## config.mk

```make
export PLATFORM = sky130hd
export DESIGN_NAME = zynq_shell
export DESIGN_NICKNAME = d
export VERILOG_FILES = /design/src/zynq_shell_pkg.sv /design/src/host_csr_bank.sv /design/src/boot_rom.sv /design/src/dram_addr_xlate.sv /design/src/io_credit_counter.sv /design/src/retire_counter.sv /design/src/zynq_shell.sv
export SDC_FILE = /design/constraint.sdc
export NUM_CORES = 1
export LEC_CHECK = 0
export BUFFER_PORTS_ARGS = -buffer_cell sky130_fd_sc_hd__buf_2
export CORE_MARGIN = 3
export CORE_UTILIZATION = 50
export CTS_CLUSTER_DIAMETER = 200
export DETAILED_ROUTE_END_ITERATION = 7
export HOLD_SLACK_MARGIN = 0.08
export PLACE_DENSITY = 0.76
export SKIP_LAST_GASP = 1
export SYNTH_ARGS = -nofsm -noshare
export SYNTH_HDL_FRONTEND = slang
export SYNTH_SLANG_ARGS = --single-unit
```

## constraint.sdc

```tcl
create_clock -name aclk_i -period 2.6 [get_ports aclk_i]
set_input_delay 0 -clock aclk_i [delete_from_list [all_inputs] [get_ports aclk_i]]
set_output_delay 0 -clock aclk_i [all_outputs]
set_load 0.01 [all_outputs]
```

## src/boot_rom.mem

```
// one 32-bit boot word per line, word 0 first
00000297
02028593
0005a503
00a5a023
30529073
f1402573
00100293
3002a073
10500073
ffdff06f
0badc0de
13579bdf
2468ace0
deadbeef
c001d00d
7e57ab1e
```

## src/zynq_shell_pkg.sv

```systemverilog
package zynq_shell_pkg;

   ////////////////////////////////////////////////////////////
   // host register interface
   ////////////////////////////////////////////////////////////

   localparam int host_data_width = 32;
   localparam int host_addr_width = 4;

   // word index of each host register
   typedef enum logic [host_addr_width-1:0] {
      reg_sys_reset_n  = 4'd0,
      reg_dram_init    = 4'd1,
      reg_dram_base    = 4'd2,
      reg_bootrom_addr = 4'd3,
      reg_irq          = 4'd4,
      reg_freeze       = 4'd5,
      // read-only status
      reg_credits      = 4'd8,
      reg_minstret_lo  = 4'd9,
      reg_minstret_hi  = 4'd10,
      reg_bootrom_data = 4'd11
   } host_reg_e;

   // interrupt lines towards the core
   typedef struct packed {
      logic debug;
      logic timer;
      logic software;
      logic m_external;
      logic s_external;
   } irq_vec_t;

   // decoded control registers
   typedef struct packed {
      logic                       sys_reset_n;
      logic                       dram_init;
      logic [host_data_width-1:0] dram_base;
      logic [host_addr_width-1:0] bootrom_addr;
      irq_vec_t                   irq;
      logic                       freeze;
   } shell_ctrl_t;

   ////////////////////////////////////////////////////////////
   // memory path
   ////////////////////////////////////////////////////////////

   typedef struct packed {
      logic                       valid;
      logic                       write;
      logic [host_data_width-1:0] addr;
   } mem_req_t;

   // start of DRAM as the processor sees it
   localparam logic [host_data_width-1:0] bp_dram_base = 32'h8000_0000;
   // 256 MiB host window
   localparam logic [host_data_width-1:0] dram_window_limit = 32'h1000_0000;

endpackage

```

## src/host_csr_bank.sv

```systemverilog
`timescale 1ns/1ps

module host_csr_bank
  (input  logic                                          aclk_i
   , input  logic                                        rst_n_i
   , input  logic                                        host_we_i
   , input  zynq_shell_pkg::host_reg_e                   host_addr_i
   , input  logic [zynq_shell_pkg::host_data_width-1:0]  host_wdata_i
   , input  logic                                        credits_busy_i
   , input  logic [2*zynq_shell_pkg::host_data_width-1:0] minstret_i
   , input  logic [zynq_shell_pkg::host_data_width-1:0]  rom_data_i
   , output zynq_shell_pkg::shell_ctrl_t                 ctrl_o
   , output logic [zynq_shell_pkg::host_data_width-1:0]  host_rdata_o
   );

   localparam int num_wr_regs = 6;

   logic [num_wr_regs-1:0][zynq_shell_pkg::host_data_width-1:0] wr_regs_q;
   logic                                                         wr_hit;

   // only indexes 0 to 5 hold storage
   always_comb
   begin
      case (host_addr_i)
         zynq_shell_pkg::reg_sys_reset_n,
         zynq_shell_pkg::reg_dram_init,
         zynq_shell_pkg::reg_dram_base,
         zynq_shell_pkg::reg_bootrom_addr,
         zynq_shell_pkg::reg_irq,
         zynq_shell_pkg::reg_freeze:
            wr_hit = 1'b1;
         default:
            wr_hit = 1'b0;
      endcase
   end

   always_ff @(posedge aclk_i or negedge rst_n_i)
   begin
      if (!rst_n_i)
      begin
         wr_regs_q <= '0;
      end
      else if (host_we_i && wr_hit)
      begin
         wr_regs_q[host_addr_i] <= host_wdata_i;
      end
   end

   ////////////////////////////////////////////////////////////
   // decode into control fields
   ////////////////////////////////////////////////////////////

   assign ctrl_o.sys_reset_n  = wr_regs_q[zynq_shell_pkg::reg_sys_reset_n][0];
   assign ctrl_o.dram_init    = wr_regs_q[zynq_shell_pkg::reg_dram_init][0];
   assign ctrl_o.dram_base    = wr_regs_q[zynq_shell_pkg::reg_dram_base];
   assign ctrl_o.bootrom_addr =
      wr_regs_q[zynq_shell_pkg::reg_bootrom_addr][zynq_shell_pkg::host_addr_width-1:0];
   assign ctrl_o.freeze       = wr_regs_q[zynq_shell_pkg::reg_freeze][0];

   // irq bits 0 to 4 in the order of the core's interrupt ports
   assign ctrl_o.irq.debug      = wr_regs_q[zynq_shell_pkg::reg_irq][0];
   assign ctrl_o.irq.timer      = wr_regs_q[zynq_shell_pkg::reg_irq][1];
   assign ctrl_o.irq.software   = wr_regs_q[zynq_shell_pkg::reg_irq][2];
   assign ctrl_o.irq.m_external = wr_regs_q[zynq_shell_pkg::reg_irq][3];
   assign ctrl_o.irq.s_external = wr_regs_q[zynq_shell_pkg::reg_irq][4];

   ////////////////////////////////////////////////////////////
   // host read-back
   ////////////////////////////////////////////////////////////

   always_comb
   begin
      host_rdata_o = '0;
      if (wr_hit)
      begin
         host_rdata_o = wr_regs_q[host_addr_i];
      end
      else
      begin
         case (host_addr_i)
            zynq_shell_pkg::reg_credits:
               host_rdata_o[0] = credits_busy_i;
            zynq_shell_pkg::reg_minstret_lo:
               host_rdata_o = minstret_i[zynq_shell_pkg::host_data_width-1:0];
            zynq_shell_pkg::reg_minstret_hi:
               host_rdata_o = minstret_i[2*zynq_shell_pkg::host_data_width-1:
                                         zynq_shell_pkg::host_data_width];
            zynq_shell_pkg::reg_bootrom_data:
               host_rdata_o = rom_data_i;
            default:
               host_rdata_o = '0;
         endcase
      end
   end

endmodule

```

## src/boot_rom.sv

```systemverilog
`timescale 1ns/1ps

module boot_rom
  #(parameter int rom_depth = 16)
  (input  logic [zynq_shell_pkg::host_addr_width-1:0]   addr_i
   , output logic [zynq_shell_pkg::host_data_width-1:0] data_o
   );

   localparam string rom_file = "/design/src/boot_rom.mem";

   logic [zynq_shell_pkg::host_data_width-1:0] rom_mem [rom_depth];

   // contents fixed at elaboration
   initial
   begin
      $readmemh(rom_file, rom_mem);
   end

   // addresses past the end read zero
   assign data_o = (addr_i < rom_depth) ? rom_mem[addr_i] : '0;

endmodule

```

## src/dram_addr_xlate.sv

```systemverilog
`timescale 1ns/1ps

module dram_addr_xlate
  (input  logic                          aclk_i
   , input  logic                        rst_n_i
   , input  zynq_shell_pkg::shell_ctrl_t ctrl_i
   , input  zynq_shell_pkg::mem_req_t    mem_req_i
   , output zynq_shell_pkg::mem_req_t    axi_req_o
   , output logic                        xlate_err_o
   );

   logic [zynq_shell_pkg::host_data_width-1:0] offset;
   logic [zynq_shell_pkg::host_data_width-1:0] addr_q;
   logic                                       accept;
   logic                                       valid_q;
   logic                                       err_q;
   logic                                       write_q;

   // xor strips the processor DRAM base and leaves the window offset
   assign offset = mem_req_i.addr ^ zynq_shell_pkg::bp_dram_base;
   assign accept = ctrl_i.dram_init && (offset < zynq_shell_pkg::dram_window_limit);

   always_ff @(posedge aclk_i or negedge rst_n_i)
   begin
      if (!rst_n_i)
      begin
         valid_q <= 1'b0;
         err_q   <= 1'b0;
      end
      else if (!ctrl_i.sys_reset_n)
      begin
         // core held in soft reset
         valid_q <= 1'b0;
         err_q   <= 1'b0;
      end
      else
      begin
         valid_q <= mem_req_i.valid && accept;
         err_q   <= mem_req_i.valid && !accept;
      end
   end

   // payload of the outgoing request
   always_ff @(posedge aclk_i)
   begin
      if (mem_req_i.valid)
      begin
         write_q <= mem_req_i.write;
         addr_q  <= offset + ctrl_i.dram_base;
      end
   end

   assign axi_req_o.valid = valid_q;
   assign axi_req_o.write = write_q;
   assign axi_req_o.addr  = addr_q;
   assign xlate_err_o     = err_q;

endmodule

```

## src/io_credit_counter.sv

```systemverilog
`timescale 1ns/1ps

module io_credit_counter
  #(parameter int num_credits = 32)
  (input  logic   aclk_i
   , input  logic rst_n_i
   , input  logic soft_rst_n_i
   , input  logic io_req_i
   , input  logic io_resp_i
   , output logic busy_o
   , output logic stall_o
   );

   localparam int cnt_width = $clog2(num_credits + 1);
   localparam logic [cnt_width-1:0] full_cnt = cnt_width'(num_credits);

   logic [cnt_width-1:0] cnt_q;

   always_ff @(posedge aclk_i or negedge rst_n_i)
   begin
      if (!rst_n_i)
      begin
         cnt_q <= '0;
      end
      else if (!soft_rst_n_i)
      begin
         cnt_q <= '0;
      end
      else if (io_req_i && !io_resp_i && (cnt_q != full_cnt))
      begin
         cnt_q <= cnt_q + 1'b1;
      end
      else if (io_resp_i && !io_req_i && (cnt_q != '0))
      begin
         cnt_q <= cnt_q - 1'b1;
      end
   end

   assign busy_o  = |cnt_q;
   assign stall_o = (cnt_q == full_cnt);

endmodule

```

## src/retire_counter.sv

```systemverilog
`timescale 1ns/1ps

module retire_counter
  (input  logic                                            aclk_i
   , input  logic                                          rst_n_i
   , input  logic                                          soft_rst_n_i
   , input  logic                                          freeze_i
   , input  logic                                          retire_i
   , output logic [2*zynq_shell_pkg::host_data_width-1:0]  count_o
   );

   logic [2*zynq_shell_pkg::host_data_width-1:0] count_q;

   always_ff @(posedge aclk_i or negedge rst_n_i)
   begin
      if (!rst_n_i)
      begin
         count_q <= '0;
      end
      else if (!soft_rst_n_i)
      begin
         count_q <= '0;
      end
      else if (retire_i && !freeze_i)
      begin
         count_q <= count_q + 1'b1;
      end
   end

   assign count_o = count_q;

endmodule

```

## src/zynq_shell.sv

```systemverilog
`timescale 1ns/1ps

module zynq_shell
  #(parameter int num_credits = 32
    , parameter int rom_depth = 16
    )
  (input  logic                                          aclk_i
   , input  logic                                        rst_n_i

   // host register port
   , input  logic                                        host_we_i
   , input  zynq_shell_pkg::host_reg_e                   host_addr_i
   , input  logic [zynq_shell_pkg::host_data_width-1:0]  host_wdata_i
   , output logic [zynq_shell_pkg::host_data_width-1:0]  host_rdata_o

   // core events
   , input  logic                                        retire_i
   , input  logic                                        io_req_i
   , input  logic                                        io_resp_i
   , output logic                                        io_stall_o

   // memory path
   , input  zynq_shell_pkg::mem_req_t                    mem_req_i
   , output zynq_shell_pkg::mem_req_t                    axi_req_o
   , output logic                                        xlate_err_o

   , output logic                                        core_reset_n_o
   , output zynq_shell_pkg::irq_vec_t                    irq_o
   );

   zynq_shell_pkg::shell_ctrl_t                  ctrl;
   logic                                         credits_busy;
   logic [2*zynq_shell_pkg::host_data_width-1:0] minstret;
   logic [zynq_shell_pkg::host_data_width-1:0]   rom_data;

   host_csr_bank i_csr_bank
     (.aclk_i          (aclk_i)
      ,.rst_n_i        (rst_n_i)
      ,.host_we_i      (host_we_i)
      ,.host_addr_i    (host_addr_i)
      ,.host_wdata_i   (host_wdata_i)
      ,.credits_busy_i (credits_busy)
      ,.minstret_i     (minstret)
      ,.rom_data_i     (rom_data)
      ,.ctrl_o         (ctrl)
      ,.host_rdata_o   (host_rdata_o)
      );

   boot_rom #(.rom_depth(rom_depth)) i_boot_rom
     (.addr_i  (ctrl.bootrom_addr)
      ,.data_o (rom_data)
      );

   dram_addr_xlate i_dram_xlate
     (.aclk_i       (aclk_i)
      ,.rst_n_i     (rst_n_i)
      ,.ctrl_i      (ctrl)
      ,.mem_req_i   (mem_req_i)
      ,.axi_req_o   (axi_req_o)
      ,.xlate_err_o (xlate_err_o)
      );

   io_credit_counter #(.num_credits(num_credits)) i_io_credits
     (.aclk_i        (aclk_i)
      ,.rst_n_i      (rst_n_i)
      ,.soft_rst_n_i (ctrl.sys_reset_n)
      ,.io_req_i     (io_req_i)
      ,.io_resp_i    (io_resp_i)
      ,.busy_o       (credits_busy)
      ,.stall_o      (io_stall_o)
      );

   retire_counter i_retire_cnt
     (.aclk_i        (aclk_i)
      ,.rst_n_i      (rst_n_i)
      ,.soft_rst_n_i (ctrl.sys_reset_n)
      ,.freeze_i     (ctrl.freeze)
      ,.retire_i     (retire_i)
      ,.count_o      (minstret)
      );

   // the core stays in soft reset until the host releases it
   assign core_reset_n_o = ctrl.sys_reset_n;
   assign irq_o          = ctrl.irq;

endmodule

```

# Word-level counts from Yosys, hierarchy flattened
# Index checks and enable logic that the tools add are counted.
# totals
input_bits	76
latch_bits	0
ff_bits	297
memories	0
output_inout_bits	74
ram_bits	0
romBits	0
# classes
magnitude_cmp	3
n_eq_ne	13
n_reduce_logical	18
addsub	4
mul	0
bitwise_logic	1
muxes	16
div	0
n_shift	0
# op_table
operator	n
bitwise mux 192 bit	1
two-way mux 64 bit	2
binary-select mux 32 bit (select 3 bit)	1
demux 32 bit (select 3 bit)	1
two-way mux 32 bit	3
one-hot mux 31 bit (3 select lines)	1
adder 64 x 1 -> 64 bit (second input constant)	1
adder 32 bit	1
less-than comparator 32 x 29 -> 1 bit (second input constant)	1
two-way mux 6 bit	3
equality test 4 bit (second input constant)	4
OR reduction 6 bit	2
logical AND 1 bit	10
equality test 4 x 2 -> 1 bit (second input constant)	2
equality test 4 x 3 -> 1 bit (second input constant)	2
adder 6 x 1 -> 6 bit (second input constant)	1
equality test 6 bit (second input constant)	1
inequality test 6 bit (second input constant)	1
nonzero test 6 bit	1
subtractor 6 x 1 -> 6 bit (second input constant)	1
equality test 4 x 1 -> 1 bit (second input constant)	1
>= comparator 4 x 1 -> 1 bit (second input constant)	1
zero test 1 bit	4
zero test 4 bit	1
6 further kinds	8

# Longest topological paths before layout
# Gate-level depths: netlist of run 1.
# depth
word_depth	6
ltp_mapped	11

# By module
# A second synthesis of run 1 with hierarchy kept.
# hier_totals
hier_cells	1527
hier_area_um2	17337.9
# by_module_without_submodules
module	instances	area_per_inst_um2	cells_each
host_csr_bank	1	10174.8	769
retire_counter	1	3470.8	382
dram_addr_xlate	1	2872.8	284
io_credit_counter	1	575.6	59
boot_rom	1	244.0	33

# Worst setup path after synthesis of run 1
# Ideal clock, no wire load.
# synth_timing
path_kind	flip-flop to flip-flop
startpoint	register i_io_credits.cnt_q[0]
endpoint	register i_io_credits.cnt_q[5]
arrival_ps	2349
slack_ps	132
n_path_buf	0
stages_incl_launch_ff	12
period_less_slack_ps	2468
required_time_ps	2481
cell_sequence	dfrtp_1 nor3_1 and3_1 or3b_2 ha_1 a211oi_1 o21bai_1 a21oi_1 nand3b_1 nand2_1 o21ai_0 o21a_1
# synth_via
elab_chain_len	4
word_cells_on_any_way	10
# synth_lines
element	line_no	source
start: declaration	io_credit_counter.sv:17	logic [cnt_width-1:0] cnt_q;
start signal: assignment	io_credit_counter.sv:31	cnt_q <= cnt_q + 1'b1;
start signal: assignment	io_credit_counter.sv:35	cnt_q <= cnt_q - 1'b1;
subtractor 6 x 1 -> 6 bit / inequality test 6 bit (equally long branches)	io_credit_counter.sv:35, io_credit_counter.sv:29	
two-way mux 6 bit / logical AND 1 bit (equally long branches)	io_credit_counter.sv:33, io_credit_counter.sv:29	
two-way mux 6 bit	io_credit_counter.sv:29	else if (io_req_i && !io_resp_i && (cnt_q != full_cnt))
two-way mux 6 bit	io_credit_counter.sv:25	else if (!soft_rst_n_i)
# Parallel ways exist; a longest one is shown, timed or not. The select of a mux whose other input is x is not followed.
# A chain may end at the register's enable or synchronous reset.

# Final worst setup path of run 1
# layout_timing
startpoint	register i_csr_bank.wr_regs_q, in the netlist i_csr_bank.ctrl_o[15]
endpoint	register i_dram_xlate.addr_q[25] in the netlist's numbering, data pin
# layout_via
elab_chain_len	1
# layout_lines
element	line_no	source
start: declaration	host_csr_bank.sv:18	logic [num_wr_regs-1:0][zynq_shell_pkg::host_data_width-1:0] wr_regs_q;
start signal: indexed assignment	host_csr_bank.sv:45	wr_regs_q[host_addr_i] <= host_wdata_i;
adder 32 bit	dram_addr_xlate.sv:49	addr_q <= offset + ctrl_i.dram_base;
end signal: assignment	dram_addr_xlate.sv:49	
end: declaration	dram_addr_xlate.sv:13	logic [zynq_shell_pkg::host_data_width-1:0] addr_q;
# Every way passes these cells.

==> results of run 1 <==
-- path summary, 6_finish.rpt --
| kind | startpoint | depth (start not counted) | endpoint | slack (ns) |
|---|---|---|---|---|
| min in group aclk_i | mem_req_i[3] | 4 | i_dram_xlate.addr_q[3] | 0.09 |
| worst min-delay path | rst_n_i | 2 | i_io_credits.cnt_q[5] | 0.07 |
| worst max-delay path | i_csr_bank.ctrl_o[15] | 9 | i_dram_xlate.addr_q[25] | 0.02 |
| worst min register to register | i_csr_bank.wr_regs_q[106] | 1 | i_csr_bank.wr_regs_q[106] | 0.48 |
| max in group asynchronous | rst_n_i | 3 | i_retire_cnt.count_o[17] | 1.69 |
| worst max register to register | i_csr_bank.ctrl_o[15] | 9 | i_dram_xlate.addr_q[25] | 0.02 |
-- Yosys cell counts (3+ instances only) --
library cell  number
xor2_1            37
nand4_1           23
o221ai_1           3
a21o_1            10
nor3_1            11
a41oi_1            3
nand2_1           64
and2_1            12
o21a_1             4
mux2_2           200
nor2b_1            5
o21ai_0           55
a21oi_1           51
and3_1            19
nor2_1            90
or2_2              3
buf_4              7
nand3_2            4
o211ai_1           3
a22oi_1           61
or4_1              3
or3_1              7
nor4_2             4
ha_1              36
dfrtp_1          264
mux2_1            22
nand3_1           41
a31oi_1            3
mux4_2            32
nand2b_1          10
buf_1             16
o21ai_1            6
and4_1             5
inv_1             13
a211oi_1           5
edfxtp_1          33
buf_2             10
xnor2_1           53
clkbuf_1          49
-- what timing repair did --
action | 4_1_cts | 5_1_grt
endpoints found under the setup margin | 6 | 13
pin swaps | 0 | 6
resized for setup | 4 | 16
endpoints found under the hold margin | 451 | 2
setup buffers | 0 | 2
hold buffers | 51 | 2
cloned | 0 | 0
-- where the power goes --
group	total, mW	switching (mW)	leakage, nW	internal (mW)
logic	3.88	1.95	3.91	1.93
registers	6.20	0.518	3.68	5.68
clock network	4.97	1.91	0.571	3.06
total	15.0	4.38	8.16	10.7
-- state kept, by name, indices dropped and copies added, names as in the netlist --
register                  cells
i_dram_xlate.addr_q          32
i_dram_xlate.xlate_err_o      1
i_retire_cnt.count_o         64
i_dram_xlate.write_q          1
i_csr_bank.wr_regs_q        148
i_csr_bank.ctrl_o            44
i_dram_xlate.valid_q          1
i_io_credits.cnt_q            6
-- critical path, delay by kind of cell, from the launching register on --
family / cells / cell delay, ns
compound gates: 6 / 1.19
xor+xnor: 1 / 0.16
fa+ha+maj: 1 / 0.35
buf+inv: 1 / 0.19
flops: 1 / 0.43
-- kinds of logic after synthesis --
logic type,Yosys count,share of synthesized area
buf+inv,97,0.02570
xor+xnor,90,0.05029
flops,297,0.4847
compound gates,219,0.08877
fa+ha+maj,38,0.03129
mux,256,0.2068
simple gates,325,0.1125
-- per-layer routing --
metal / up-vias / wire length, um
met4: 2 / 1554
met1: 5900 / 17160
met3: 90 / 2607
met5: - / 13
met2: 422 / 20030
li1: 5287 / -
-- cell type report --
class | instances | area share
clock buffers | 48 | 0.05452
diodes | 3 | 0.0003980
well taps | 396 | 0.02627
clock inverters | 12 | 0.007628
multi-input cells | 928 | 0.4120
inverters | 15 | 0.002985
flip-flops and latches | 297 | 0.4027
repair buffers | 257 | 0.09352
-- metrics by stage --
step	setup TNS (ns)	instance area [um2]	instances	hold WS (ns)	worst slack, ns
after CTS	0	18750	1949	0.08338	0.008724
after detailed placement	-0.1138	17050	1838	0.03192	-0.05204
after global routing	-0.06747	18860	1956	0.1040	-0.03782
after global placement	0	17050	1838	0.01539	0.02633
final	0	18860	1956	0.07315	0.01648
after floorplan	0	15670	1322	-0.2956	0.1320
==> run_results.csv, run 1 <==
group,metric,value,unit
floorplanning,num_rows,64,
clock_tree,cts.htree.levels,2,
floorplanning,die_h,183.1,um
route,firstDrtPassIters,8,
synth,seq_area_frac_synth,0.4847,
route,drt_wl_total,41.37,mm
route,viasPerCell,5.982,
sta,rsz0062_at_grt,"yes",
synth,async_flop_share,0.8889,
clock_tree,numCtsBuffers,34,
placed_design,port_buffers,149,
status,status,"complete, no violations",
critical_path,critPathLaunchType,"flop",
grt,antenna_found_initial,5,
floorplanning,ios,150,
synth,synth_top_area_cell,"dfrtp_1",
power_and_ir_drop,power_density,797.8,nW/um2
synth,synth_enable_flop_cells,33,
grt,grt_max_degree,76,
power_and_ir_drop,leakagePower,8.155,nW
synth,synthFlopType,"dfrtp_1",
grt,use_met3,0.03987,
clock_tree,clk_latency,0.51,ns
critical_path,critPathKind,"flop to flop",
grt,grt_pass1_vias,11984,
cells_and_area,nFillCells,2426,
sta,fin_crit_sh,0.9937,
clock_tree,cts_buffer_depth,3,
clock_tree,cts_tree,"built",
cells_and_area,seq_area,7597,um2
route,routedWlPerCell,21.15,um
cells_and_area,multi_input_area,7771,um2
cells_and_area,area_delta_synth_final,20.36,%
route,antenna_left,0,
sta,finClkSkew,0.01309,ns
cells_and_area,final_util,0.6135,
power_and_ir_drop,finalPower,15.05,mW
grt,grt_util_met1,0.3361,
floorplanning,start_util,0.5097,
grt,grt-ovfl-total,0,
sta,slew_violations,0,
synth,synth.avg_cell_area,11.86,um2
sta,slew_headroom,0.4719,
critical_path,critPathSlowestCell,"dfrtp_1",
synth,ys_warn_count,0,
grt,track_usage,0.2463,
clock_tree,clk_root_buffer_cell,"clkbuf_16",
floorplanning,fp.dieArea,33510,um2
sta,hold_viol,0,
sta,setup_viol,0,
cells_and_area,nets,1647,
floorplanning,design.core.area,30750,um2
critical_path,worstSetupEndpointType,"flop",
synth,syn_nets,1436,
grt,met2_usage,0.3987,
critical_path,cp_max_fo,4,
synth,ys_types,73,
clock_tree,cts_num_sinks,297,
cells_and_area,drive_above_1_share,0.3449,
placed_design,place_congestion,0.9251,
sta,fmax,0.3871,GHz
synth,synth_top_area_frac,0.4215,
synth,syn_area,15670,um2
clock_tree,cts.reportedPaths.clkPinSlew,0.06,ns
grt,busiest_layer,"met2",
critical_path,cp.arrival,2.83,ns
grt,grt_first_pass_wirelength,65.62,mm
critical_path,cp_data_required_time,2.84,ns
route,drc,0,
sta,final.min_clock_period,2.584,ns
run,drv_cap,0,
sta,tightest_slew,0.7922,ns
synth,syn_inst,1322,
critical_path,crit_path_cell_trace,"ha_2, o21ai_0, a211oi_1, o21a_1, a21oi_1, o41ai_2, buf_4, a41oi_1, xnor2_1",
cells_and_area,final_cell_mix,"264 x dfrtp_1, 200 x mux2_2, 147 x buf_2, 87 x nor2_1, 64 x nand2_1",
route,first_iter_violations,983,
power_and_ir_drop,ir_worst_vdd,0.5455,mV
synth,synth_area_leaders,"dfrtp_1 42%, mux2_2 14%, edfxtp_1 6.3%",
synth,synth-seq-cells,297,
placed_design,hpwl,28.64,mm
cells_and_area,final_common_cell,"dfrtp_1",
floorplanning,die_x,183.1,um
hold_path,hold_path_class,"input port to asynchronous set/reset pin",
route,vias,11701,
critical_path,slowest_delay,0.43,ns
(Power assumes the default switching activity.)
==> run 2: changes to the inputs <==
CORE_UTILIZATION = 60   (was 50)
PLACE_DENSITY = 0.88   (was 0.76)
==> run 2 against run 1 <==
Final cell count is 2.7% lower. Register-to-register slack gained 0.08 ns. Worst setup slack better by 0.077 ns. Critical path depth increased by 1. Sequential cell count stayed put.
==> run_results.csv, run 2 (synthesized netlist as in run 1, its figures left out) <==
group,metric,value,unit
status,status,"complete, no violations",
sta,slew_violations,0,
sta,tightest_slew,0.8003,ns
cells_and_area,nets,1661,
floorplanning,ios,150,
route,drc,0,
floorplanning,start_util,0.6171,
cells_and_area,drive_above_1_share,0.3429,
clock_tree,cts.reportedPaths.clkPinSlew,0.06,ns
clock_tree,cts_tree,"built",
sta,final.setup.tns,0,ns
grt,grt-ovfl-total,0,
sta,hold_viol,0,
floorplanning,design.core.area,25400,um2
placed_design,post-place-ws,0.01118,ns
sta,setup_ws,0.09327,ns
critical_path,cp_data_required_time,2.91,ns
critical_path,critPathMostFrequentCell,"nand2b_1",
cells_and_area,final_cell_mix,"263 x dfrtp_1, 200 x mux2_2, 147 x buf_2, 87 x nor2_1, 68 x dlygate4sd3_1",
floorplanning,die_x,167.6,um
critical_path,critPathKind,"flop to flop",
cells_and_area,area_delta_synth_final,20.56,%
route,vias,12121,
sta,slew_headroom,0.4664,
route,routedWlPerCell,22.76,um
critical_path,crit_path_cell_trace,"ha_2, fa_2, a21o_1, a31o_2, a31oi_1, buf_4, o21ai_0, nand2b_1, nand2b_1, xor2_1",
clock_tree,cts_buffer_depth,3,
sta,setup_viol,0,
sta,final.min_clock_period,2.507,ns
floorplanning,num_rows,58,
cells_and_area,largest_reg_flops,148,
route,firstDrtPassIters,5,
route,viasPerCell,6.369,
grt,grt_pass1_vias,12529,
critical_path,worstSetupEndpointType,"flop",
sta,fin_crit_sh,0.9641,
clock_tree,clk_latency,0.56,ns
sta,finClkSkew,0.01568,ns
clock_tree,cts_num_sinks,297,
cells_and_area,instances_no_fill,1903,
placed_design,hpwl,28.58,mm
critical_path,critPathLaunchType,"flop",
placed_design,port_buffers,149,
power_and_ir_drop,finalPower,14.98,mW
cells_and_area,top_register,"i_csr_bank.wr_regs_q",
route,antenna_left,0,
route,drt_wl_total,43.31,mm
placed_design,place_congestion,0.9374,
clock_tree,numCtsBuffers,31,
clock_tree,clk_root_buffer_cell,"clkbuf_16",
power_and_ir_drop,power_density,792.9,nW/um2
sta,fin_hold_ws,0.1012,ns
hold_path,hold_path_class,"input port to asynchronous set/reset pin",
run,drv_cap,0,
cells_and_area,final_common_cell,"dfrtp_1",
sta,fmax,0.3989,GHz
power_and_ir_drop,leakagePower,8.212,nW
critical_path,slowest_delay,0.39,ns
critical_path,critPathSlowestCell,"dfrtp_1",
grt,antenna_found_initial,1,
placed_design,dp_cells,1775,
grt,grt_max_degree,81,
grt,track_usage,0.3039,
clock_tree,cts.htree.levels,1,
power_and_ir_drop,ir_worst_vdd,0.6368,mV
critical_path,cp.arrival,2.82,ns
route,first_iter_violations,1157,
critical_path,r2r_slack,0.09,ns
critical_path,cp_max_fo,4,
grt,grt_first_pass_wirelength,68.37,mm
floorplanning,fp.dieArea,28100,um2
floorplanning,die_h,167.6,um
-- run 2: stage by stage --
| stage | utilization | area (um2) |
|---|---|---|
| 2_1_floorplan | - | 15670 |
| 3_3_place_gp | 0.6693 | 17000 |
| 3_5_place_dp | 0.6693 | 17000 |
| 4_1_cts | 0.7407 | 18810 |
| 5_1_grt | 0.7440 | 18900 |
| 6_report | 0.7440 | 18900 |
-- run 2: worst max-delay path, delay by kind of cell, from the launching register on --
| kind | cells | cell delay, ns |
|---|---|---|
| AOI/OAI and AO/OA | 4 | 0.78 |
| buffers and inverters | 1 | 0.16 |
| adders and majority gates | 2 | 0.55 |
| xor gates and xnor gates | 1 | 0.14 |
| DFF | 1 | 0.39 |
| and+or+nand+nor | 2 | 0.22 |
-- run 2: path summary, 6_finish.rpt --
| path | startpoint | endpoint | cells past startpoint |
|---|---|---|---|
| worst min register to register | i_csr_bank.wr_regs_q[108] | i_csr_bank.wr_regs_q[108] | 1 |
| worst max register to register | i_csr_bank.ctrl_o[10] | i_dram_xlate.addr_q[24] | 10 |
| min in group aclk_i | mem_req_i[11] | i_dram_xlate.addr_q[11] | 4 |
| max in group asynchronous | rst_n_i | i_csr_bank.wr_regs_q[125] | 3 |
| worst min-delay path | rst_n_i | i_csr_bank.wr_regs_q[158] | 3 |
| worst max-delay path | i_csr_bank.ctrl_o[10] | i_dram_xlate.addr_q[24] | 10 |
-- run 2: what timing repair did --
action / CTS / global route
endpoints found under the setup margin: 5 / 11
hold buffers: 69 / 0
endpoints found under the hold margin: 510 / 0
pin swaps: 0 / 2
buffers inserted: 0 / 0
gates resized for setup: 3 / 20
-- run 2: metal layers --
| metal | up-vias | global-route usage | part of all wire |
|---|---|---|---|
| li1 | 5325 | - | - |
| met1 | 6009 | 0.4049 | 0.39 |
| met5 | - | 0 | 0 |
| met3 | 130 | 0.03919 | 0.076 |
| met2 | 657 | 0.5095 | 0.49 |
| met4 | 0 | 0.1242 | 0.043 |
-- run 2: cell type report --
class / instances / area, um2
multi-input combinational: 928 / 7770
clock buffer: 42 / 899.6
inverter: 15 / 56.30
sequential: 297 / 7599
tap: 330 / 412.9
antenna: 1 / 2.502
clock inverter: 16 / 195.2
timing repair buffer: 274 / 1962
fill: 1602 / 6502
-- run 2: where the power goes --
part           internal (mW)  total (mW)  leakage, nW  switching, mW
Clock                   2.83        4.73        0.536           1.90
Combinational           1.97        4.00         4.00           2.03
Sequential              5.68        6.25         3.68          0.572
==> run 3: changes to the inputs <==
CAP_MARGIN = 10   (was unset)
PLACE_DENSITY = unset   (was 0.88)
PLACE_DENSITY_LB_ADDON = 0.1   (was unset)
==> run 3 against run 2 <==
Clock-buffer cell count up 6. Wire length down 6.8%. Fmax down 2.1%. Combinational power down 2%. Power down 0.71%. Global-route usage down 1.8 points. Register-to-register slack worse by 0.05 ns. Sequential cell count unchanged. Critical path depth down 3. Final cell count down 0.63%. Worst hold slack worse by 0.0015 ns. Largest power group unchanged. Highest routed layer unchanged.
==> run_results.csv, run 3 (synthesized netlist as in run 1, its figures left out) <==
group,metric,value,unit
route,viasPerCell,6.161,
power_and_ir_drop,ir_worst_vdd,0.6890,mV
critical_path,crit_path_cell_trace,"ha_4, a21oi_1, o21ai_2, o21a_2, o21ai_0, a21oi_2, o311a_1",
floorplanning,die_h,167.6,um
route,routedWlPerCell,21.35,um
sta,hold_viol,0,
grt,grt_pass1_vias,11788,
hold_path,hold_path_class,"input port to flop",
critical_path,worstSetupEndpointType,"flop",
clock_tree,numCtsBuffers,34,
sta,setup_viol,0,
sta,fin_crit_sh,0.9850,
power_and_ir_drop,sw_frac_of_total,0.2919,
hold_path,min_path_cells,4,
power_and_ir_drop,comb_power_share,0.265,
cells_and_area,multi_input_area,7811,um2
cells_and_area,largest_reg_flops,148,
cells_and_area,top_register,"i_csr_bank.wr_regs_q",
critical_path,cp.arrival,2.81,ns
clock_tree,clk_root_buffer_cell,"clkbuf_16",
route,drt_wl_total,40.37,mm
grt,antenna_found_initial,1,
clock_tree,cts.htree.levels,2,
critical_path,critPathSlowestCell,"dfrtp_1",
power_and_ir_drop,internal_power,10.54,mW
floorplanning,fp.dieArea,28100,um2
power_and_ir_drop,power_density,789.6,nW/um2
grt,grt-ovfl-total,0,
sta,fmax,0.3905,GHz
cells_and_area,nFillCells,1789,
sta,slew_violations,0,
critical_path,cp_max_fo,6,
route,drc,0,
critical_path,cp_data_required_time,2.85,ns
grt,grt_max_degree,84,
sta,final.min_clock_period,2.561,ns
placed_design,dp_cells,1768,
route,firstDrtPassIters,7,
hold_path,hp-start,"host_we_i",
placed_design,place_congestion,0.9007,
power_and_ir_drop,leakagePower,8.174,nW
sta,slew_headroom,0.4803,
placed_design,post-place-ws,-0.06115,ns
floorplanning,die_x,167.6,um
clock_tree,cts.reportedPaths.clkPinSlew,0.06,ns
critical_path,critPathKind,"flop to flop",
critical_path,r2r_slack,0.04,ns
sta,setup_ws,0.03892,ns
placed_design,port_buffers,149,
cells_and_area,final_util,0.7418,
status,status,"complete, no violations",
floorplanning,design.core.area,25400,um2
critical_path,r2r-end,"i_dram_xlate.addr_q[31]",
cells_and_area,instances_no_fill,1891,
run,drv_cap,0,
placed_design,hpwl,27.29,mm
grt,grt_first_pass_wirelength,64.44,mm
grt,track_usage,0.2864,
clock_tree,cts_tree,"built",
critical_path,slowest_delay,0.44,ns
clock_tree,cts_num_sinks,297,
power_and_ir_drop,clkPwrFrac,0.318,
cells_and_area,nets,1651,
power_and_ir_drop,p_sw,4.342,mW
floorplanning,start_util,0.6171,
power_and_ir_drop,p_seq_frac,0.417,
critical_path,r2r_start,"i_csr_bank.ctrl_o[14]",
floorplanning,num_rows,58,
clock_tree,clk_latency,0.51,ns
route,first_iter_violations,975,
clock_tree,cts_buffer_depth,3,
cells_and_area,seq_area,7599,um2
sta,tightest_slew,0.7796,ns
route,vias,11651,
cells_and_area,final_cell_mix,"263 x dfrtp_1, 200 x mux2_2, 147 x buf_2, 87 x nor2_1, 64 x nand2_1",
sta,finClkSkew,0.01625,ns
hold_path,whs_endpoint,"i_csr_bank.wr_regs_q[189]",
route,antenna_left,0,
cells_and_area,area_delta_synth_final,20.20,%
cells_and_area,final_common_cell,"dfrtp_1",
sta,rsz0062_at_grt,"yes",
cells_and_area,drive_above_1_share,0.3474,
critical_path,ff2ff_path_depth,7,
critical_path,critPathLaunchType,"flop",
floorplanning,ios,150,
run 3: power by group through the flow:
stage | Clock, mW | Combinational, mW | Sequential (mW)
floorplan | 0 | 2.49 | 6.16
global placement | 0 | 3.60 | 6.21
detailed placement | 0 | 3.67 | 6.26
CTS | 4.82 | 3.81 | 6.19
global route | 5.02 | 4.32 | 6.30
finish | 4.74 | 3.94 | 6.20
run 3: area by class of cell:
type	count	share of cell area
Sequential cell	297	0.4033
Clock buffer	48	0.05280
Timing Repair Buffer	261	0.09842
Clock inverter	11	0.005844
Tap cell	330	0.02192
Inverter	15	0.002988
Antenna cell	1	0.0001328
Multi-Input combinational cell	928	0.4146
run 3: worst max-delay path by stage:
stage                     startpoint                       to  slack (ns)  depth (start not counted)
2_1_floorplan  i_io_credits.cnt_q[0]    i_io_credits.cnt_q[5]        0.13                         11
4_1_cts        i_io_credits.cnt_q[3]    i_io_credits.cnt_q[5]      0.0003                         11
6_report       i_csr_bank.ctrl_o[14]  i_dram_xlate.addr_q[31]        0.04                          7
3_3_place_gp   i_csr_bank.ctrl_o[10]  i_dram_xlate.addr_q[30]       0.008                          9
5_1_grt        i_csr_bank.ctrl_o[14]  i_dram_xlate.addr_q[25]       -0.04                          9
3_5_place_dp   i_io_credits.cnt_q[3]    i_io_credits.cnt_q[5]       -0.06                         11
run 3: layer usage:
| layer | vias up | part of all wire | GRT usage |
|---|---|---|---|
| met5 | - | 0 | 0 |
| li1 | 5314 | - | - |
| met1 | 5884 | 0.43 | 0.3986 |
| met2 | 393 | 0.48 | 0.4678 |
| met3 | 60 | 0.063 | 0.05217 |
| met4 | 0 | 0.029 | 0.08111 |
run 3: repair_timing:
action	CTS	global route
hold buffers	55	2
gates resized for setup	3	24
endpoints found under the hold margin	481	2
setup buffers	0	6
endpoints found under the setup margin	4	12
pin swaps	0	5
run 3: through the flow:
stage / TNS, ns / power [mW] / hold slack (ns) / instance area, um2
6_report: 0 / 14.88 / 0.09965 / 18840
2_1_floorplan: 0 / 8.657 / -0.2956 / 15670
3_3_place_gp: 0 / 9.804 / 0.04193 / 16990
3_5_place_dp: -0.1348 / 9.932 / 0.04783 / 16990
5_1_grt: -0.08876 / 15.65 / 0.09799 / 18840
4_1_cts: 0 / 14.81 / 0.08113 / 18670
run 3: worst max-delay path: cells and delay by family (launching register included):
family / cells / cell delay [ns]
adder cells (fa/ha/maj): 1 / 0.26
flip-flops: 1 / 0.44
AO/OA/AOI/OAI: 6 / 1.60
